===== config.mk =====
export PLATFORM = sky130hd
export DESIGN_NAME = dptx_skew
export DESIGN_NICKNAME = d
export VERILOG_FILES = /design/src/hdl/dptx_pkg.sv /design/src/hdl/dptx_skew.sv
export VERILOG_INCLUDE_DIRS = /design/src /design/src/hdl
export SDC_FILE = /design/constraint.sdc
export NUM_CORES = 1
export LEC_CHECK = 0
export BUFFER_PORTS_ARGS = -buffer_cell sky130_fd_sc_hd__buf_2
export CAP_MARGIN = 25
export CORE_MARGIN = 10
export CORE_UTILIZATION = 40
export DETAILED_ROUTE_END_ITERATION = 6
export GPL_ROUTABILITY_DRIVEN = 1
export PLACE_DENSITY = 0.66
export SLEW_MARGIN = 20
export SYNTH_ARGS = -nofsm -noshare
export SYNTH_HDL_FRONTEND = slang
export SYNTH_SLANG_ARGS = --single-unit

===== constraint.sdc =====
create_clock -name lnk_clk -period 1.3 [get_ports lnk_clk]
set_input_delay 0.065 -clock lnk_clk [delete_from_list [all_inputs] [get_ports lnk_clk]]
set_output_delay 0.065 -clock lnk_clk [all_outputs]
set_load 0.02 [all_outputs]

===== src/hdl/dptx_consts.svh =====
/*
    Link layer constants
    Lane count, symbol and message widths, control message ID,
    training and scrambler reset symbols, scrambler seed, skew step
*/

`ifndef DPTX_CONSTS_SVH
`define DPTX_CONSTS_SVH

`define DPTX_LANES        4           // Physical lanes
`define DPTX_DAT_W        8           // Symbol data bits
`define DPTX_MSG_W        16          // Message word

`define DPTX_MSG_ID_CTL   16'h0010    // Control message

// K and D codes, 8b10b names
`define DPTX_SYM_SR       8'h1C       // Scrambler reset, K28.0
`define DPTX_SYM_K28_5    8'hBC       // Comma
`define DPTX_SYM_D11_6    8'hCB
`define DPTX_SYM_D10_2    8'h4A

`define DPTX_SCRM_SEED    16'hFFFF
`define DPTX_SKEW_STEP    2           // Cycles per lane index

`endif


===== src/hdl/dptx_pkg.sv =====
/*
    Link layer types
    Lane symbol, four lane link bus, active lane code, pattern select
*/

package dptx_pkg;

`include "dptx_consts.svh"

    // One symbol on one lane
    typedef struct packed
    {
        logic                   k;      // Control symbol flag
        logic [`DPTX_DAT_W-1:0] dat;
    } lane_sym_t;

    // All lanes, lane 0 in the low bits
    typedef lane_sym_t [`DPTX_LANES-1:0] lnk_bus_t;

    // Active lanes, 0 none / 1 one / 2 two / 3 four
    typedef logic [1:0] lanes_t;

    // Training pattern select
    typedef enum logic
    {
        TPS1 = 1'b0,
        TPS2 = 1'b1
    } tps_t;

endpackage


===== src/hdl/dptx_skew.sv =====
/*
    Inter-lane skew
    Lane i delayed by DPTX_SKEW_STEP * i cycles, lane 0 passes straight
*/

`timescale 1ns/1ps

`include "dptx_consts.svh"

module dptx_skew
    import dptx_pkg::*;
(
    input  logic        lnk_clk,
    input  logic        rst_n,
    input  lnk_bus_t    in_bus,
    output lnk_bus_t    out_bus
);

    for (genvar i = 0; i < `DPTX_LANES; i++)
    begin : gen_lane
        localparam int DLY = `DPTX_SKEW_STEP * i;

        if (DLY == 0)
        begin : gen_thru
            assign out_bus[i] = in_bus[i];
        end
        else
        begin : gen_dly
            lane_sym_t dly_q [DLY];     // Shift line, [0] newest

            always_ff @(posedge lnk_clk)
            begin
                if (!rst_n)
                    dly_q <= '{default: '0};
                else
                begin
                    dly_q[0] <= in_bus[i];
                    for (int k = 1; k < DLY; k++)
                        dly_q[k] <= dly_q[k-1];
                end
            end

            assign out_bus[i] = dly_q[DLY-1];
        end
    end

endmodule


==> results of run 1 <==
## flip-flops by register name (all words and copies together) (netlist names)
register and flops:
gen_lane.gen_dly.dly_q 81, out_bus 27
## power groups by stage
stage	clock [µW]	combinational (µW)	sequential [µW]
floorplan	0	191	3500
global placement	0	188	3500
detailed placement	0	192	3510
CTS	1860	256	3430
global route	1980	282	3440
finish	1760	250	3430
## cell type report
type	instances	area, µm²
Tap cell	102	128
Clock inverter	7	50.0
Timing Repair Buffer	83	566
Multi-Input combinational cell	108	676
Sequential cell	108	2160
Fill cell	704	4020
Clock buffer	9	124
## timing repair
action	in CTS	in global routing
setup buffers	0	0
endpoints found under the hold margin	27	0
resized for setup	0	0
hold buffers	27	0
## logic make-up (layout without fill, tap and decap cells)
group	Yosys count	after routing
buffers and inverters	47	99
DFF	108	108
and+or+nand+nor	108	108
## cell usage after synthesis
cell / count
dfxtp_1: 108
and2_1: 108
buf_2: 8
buf_4: 36
buf_6: 3
## worst paths after layout
kind                                               to  slack [ns]  cells after the start
min                                        out_bus[2]        0.13                      0
max                                       out_bus[28]        0.40                      1
max reg2reg                    out_bus[29]$_SDFF_PN0_        0.75                      1
min reg2reg  gen_lane[3].gen_dly.dly_q[22]$_SDFF_PN0_        0.43                      1
## through the flow
| stage | hold slack, ns | utilization, % |
|---|---|---|
| after global placement | 0.130 | 42.2 |
| after CTS | 0.130 | 47.9 |
| final | 0.130 | 47.9 |
| after detailed placement | 0.130 | 42.2 |
| after floorplan | 0.187 | - |
| after global routing | 0.130 | 47.9 |
## cell usage in the layout, fill, tap and decap left out
cell / n
and2_1: 108
dfxtp_1: 108
buf_2: 55
dlygate4sd3_1: 27
clkbuf_8: 9
clkinv_2: 3
inv_6: 2
clkinv_4: 2
buf_12: 1
## layer usage
layer	track usage [%]	share of wire [%]	routed length [µm]
met3	3.83	9.1	368
met2	11.3	44	1760
met5	0	0	0
met1	7.73	45	1820
met4	4.18	2.0	80
==> impl_metrics.ini, run 1 <==
[pwr]
finalPower_uw = 5440
peakVddDrop_v = 0.000652
pwr-share-comb_pct = 4.6
pwr-share-clk_pct = 32.4
switchingPower_uw = 1170
p_sw_share_pct = 21.5
seqPwrFrac_pct = 63.0
p_leak_uw = 0.00166
p_int_uw = 4270
p_per_area_nw_per_um2 = 1470

[logic_synthesis]
yosys.area_share.simple_pct = 21.2
netlist_top_cells_area = dfxtp_1 68%, and2_1 21%, buf_4 8.5%, buf_2 1.3%, buf_6 1.1%
synth.avg_cell_area_um2 = 12.1
synth_top_family_by_area = simple AND/OR/NAND/NOR gates
yosys.cell_types.count = 5
synth_cells = 263
synth_warnings = 0
synth_compound_area_share_pct = 0
synth_top_area_cell = dfxtp_1
ys_ff_latch = 108
synth_area_um2 = 3180
yosys.area_share.adder_pct = 0
ys_seq_area_share_pct = 68.0
synth_fp_nets = 301
synth_xor_area_share_pct = 0
synth_top_cell_area_share_pct = 68.0
synthMuxAreaShare_pct = 0

[cts]
cts_tree = yes
clkSlewWorstSetupHoldPaths_ns = 0.10
cts_sinks = 108
cts-buffers-inserted = 9
cts.htree.levels = 3
root_buffer = clkbuf_8
insertion_delay_ns = 0.35
clock_path_buffers = 2

[finish]
fin_area_um2 = 3700
num_antenna_cells = 0
area_growth_pct = 16.4
drive_gt1_share_pct = 22.9
final_nets = 348
final_cells = 417

[job]
maxCapViolations = 0

[placement]
post-place-cells = 374
gp_congestion = 0.689
placedInstanceArea_um2 = 3260
io_buffer_count = 55
dp_slack_ns = 0.258

[timing]
final-hold-violation-count = 0
rsz0062_at_grt = no
drv_slew = 0
tightest_slew_ns = 0.506
max-slew-margin-rel_pct = 66.2
fin_skew_ns = 0.00998
min_period_ns = 0.898
max_freq_mhz = 1110
fin_tns_setup_ns = 0
setup_ws_ns = 0.402
finalCritPeriodShare_pct = 69.1
finalSetupViolCount = 0

[worst_setup_path]
start_kind = register
rr_startpoint = gen_lane[3].gen_dly.dly_q[11]$_SDFF_PN0_
crit_slowest_cell = dfxtp_1
worstSetupPathType = register to output port
worstPathCellList = buf_2
crit_family = flip-flops
required_ns = 1.24
cp-end-kind = output port
cp_slowest_stage_delay_ns = 0.33
crit_buf_inv = 1
arrival_ns = 0.83
critPathLaunch = out_bus[28]$_SDFF_PN0_
cp_max_fo = 1

[floorplanning]
core_area_um2 = 7730
fp.dieW_um = 109
num_rows = 32
ioPinCount = 74
dieArea_um2 = 11900
dieHeight_um = 109
start_util_pct = 41.2

[global_route]
antenna_found_initial = 0
grt_pass1_wl_um = 6880
grt-ovfl-total = 0
grt_pass1_vias = 1593
grt_max_degree = 70
grt_usage_pct = 7.25

[routing]
wl_um = 4030
vias = 1600
wl_per_cell_um = 9.66
first_pass_iters = 2
drc = 0
avgViaCountPerCell = 3.84
ant_nets = 0
drtIter0Drc = 39

[hold_path]
hold_class = input pin to output port
hp-start = in_bus[2]

[run_status]
status = completed
Note: power is estimated with default switching activity, not from simulation.
==> inputs of run 2 (changes only) <==
--- a/config.mk
+++ b/config.mk
@@ -12,7 +12,7 @@
 export CORE_UTILIZATION = 40
 export DETAILED_ROUTE_END_ITERATION = 6
 export GPL_ROUTABILITY_DRIVEN = 1
-export PLACE_DENSITY = 0.66
+export PLACE_DENSITY = 0.69
 export SLEW_MARGIN = 20
 export SYNTH_ARGS = -nofsm -noshare
 export SYNTH_HDL_FRONTEND = slang
==> constraint.sdc (replaced) <==
create_clock -name lnk_clk -period 0.8 [get_ports lnk_clk]
set_input_delay 0.04 -clock lnk_clk [delete_from_list [all_inputs] [get_ports lnk_clk]]
set_output_delay 0.04 -clock lnk_clk [all_outputs]
set_load 0.02 [all_outputs]
==> run 2 against run 1 <==
Compared with the run above:
- the run now ends with setup timing left
- sequential cell count unchanged
- total power grew 76%
- clock-buffer cell count grew 1
- non-clock buffer count did not move
- wire length increased by 7.7%
- hold slack got worse by 0.050 ns
- largest power group unchanged
- clock skew down 0.0039 ns
- core utilization rose by 3.3 points
- design area up 6.8%
==> impl_metrics.ini, run 2 (synthesis results as in run 1) <==
[placement]
gp_congestion = 0.719
io_buffer_count = 55
post-dp-hpwl_um = 2470

[routing]
first_pass_iters = 3
avgViaCountPerCell = 3.83
drc = 0
vias = 1596
wl_um = 4340
wl_per_cell_um = 10.4
drtIter0Drc = 18
ant_nets = 0

[finish]
drive_gt1_share_pct = 31.1
num_antenna_cells = 0
final.fill_count = 660
regMostFlops = gen_lane.gen_dly.dly_q
final_nets = 348
post-route-util_pct = 51.2
layout_common_cells = 108 x and2_1, 81 x dfxtp_1, 28 x buf_2
final_common_cell = and2_1
largest_reg_flops = 81
area_growth_pct = 24.3

[worst_setup_path]
worstSetupPathType = register to output port
worstPathCellList = buf_6
cp_max_fo = 1
crit_end = out_bus[27]
r2r-end = gen_lane[3].gen_dly.dly_q[43]$_SDFF_PN0_
arrival_ns = 0.81
critPathLaunch = out_bus[27]$_SDFF_PN0_
cp.depth = 1
cp_slowest_stage_delay_ns = 0.33
rr_startpoint = gen_lane[3].gen_dly.dly_q[52]$_SDFF_PN0_
reg2reg_depth = 1
start_kind = register
r2r_slack_ns = 0.24
required_ns = 0.76
crit_slowest_cell = dfxtp_2
crit_family = flip-flops
crit_buf_inv = 1
cp-end-kind = output port

[cts]
root_buffer = clkbuf_8
cts-buffers-inserted = 9
insertion_delay_ns = 0.35
clkSlewWorstSetupHoldPaths_ns = 0.10
cts_tree = yes
cts.htree.levels = 3
clock_path_buffers = 2
cts_sinks = 108

[global_route]
grt_pass1_wl_um = 7360
grt_usage_pct = 7.84
grt_pass1_vias = 1632
grt-ovfl-total = 0
antenna_found_initial = 0
grt_max_degree = 109

[timing]
min_period_ns = 0.849
tightest_slew_ns = 0.316
setup_ws_ns = -0.0486
final-hold-violation-count = 0
fin_tns_setup_ns = -1.03
drv_slew = 0
rsz0062_at_grt = yes
fin_skew_ns = 0.00606
max-slew-margin-rel_pct = 79.0
finalSetupViolCount = 27
max_freq_mhz = 1180
finalCritPeriodShare_pct = 106

[pwr]
peakVddDrop_v = 0.000914
p_per_area_nw_per_um2 = 2420
p_leak_uw = 0.00171

[hold_path]
hold_class = input pin to output port

[floorplanning]
dieArea_um2 = 11900
fp.dieW_um = 109
start_util_pct = 41.2
ioPinCount = 74
dieHeight_um = 109
num_rows = 32
core_area_um2 = 7730

[run_status]
violations = setup timing
status = complete, but fails checks

[job]
maxCapViolations = 0
## run 2: changes by cell type in the layout (fill, tap and decap cells not counted)
cell,change
buf_2,-27
buf_6,+27
dfxtp_1,-27
dfxtp_2,+27
clkinv_2,-3
bufinv_16,+2
clkbuf_1,+1
## run 2: power breakdown
part	internal (µW)	leakage [µW]	total [µW]	switching [µW]
Clock	1800	0.000111	3540	1740
Combinational	276	0.000707	439	164
Sequential	5550	0.000897	5590	37.9
## run 2: area by class of cell
type / instances / area (µm²) / share of cell area [%]
tap: 102 / 128 / 3.23
clock inverter: 6 / 95.1 / 2.40
timing repair buffer: 83 / 734 / 18.6
sequential: 108 / 2200 / 55.5
clock buffer: 10 / 128 / 3.23
multi-input combinational: 108 / 676 / 17.1
## run 2: worst min path at each step
stage                     from                                        to  slack (ns)  cells past startpoint
global route         in_bus[3]                                out_bus[3]        0.08                      0
finish               in_bus[4]                                out_bus[4]        0.08                      0
detailed placement   in_bus[2]                                out_bus[2]        0.08                      0
floorplan           in_bus[15]  gen_lane[1].gen_dly.dly_q[15]$_SDFF_PN0_        0.16                      1
global placement     in_bus[2]                                out_bus[2]        0.08                      0
CTS                  in_bus[2]                                out_bus[2]        0.08                      0
## run 2: metal layers
layer,routed length [µm],global-route usage (%),up-vias
li1,-,-,842
met1,1930,8.59,697
met4,56,4.74,0
met2,2050,12.8,50
met5,0,0,-
met3,304,2.89,7
## run 2: metrics by stage
stage               hold slack, ns  total power [µW]  worst slack [ns]  instance area [µm²]  std cells
floorplan                    0.162              6000             0.284                 3180        263
global placement            0.0801              6000             0.122                 3260        374
detailed placement          0.0801              6010             0.102                 3260        374
CTS                         0.0801              9750           -0.0783                 3960        417
global route                0.0800             10000            -0.103                 3960        417
finish                      0.0800              9570           -0.0486                 3960        417
## run 2: what timing repair did
action | 4_1_cts | 5_1_grt
hold buffers | 27 | 0
resized for setup | 81 | 0
endpoints found under the setup margin | 27 | 27
setup buffers | 0 | 0
hold endpoints to repair | 27 | 0
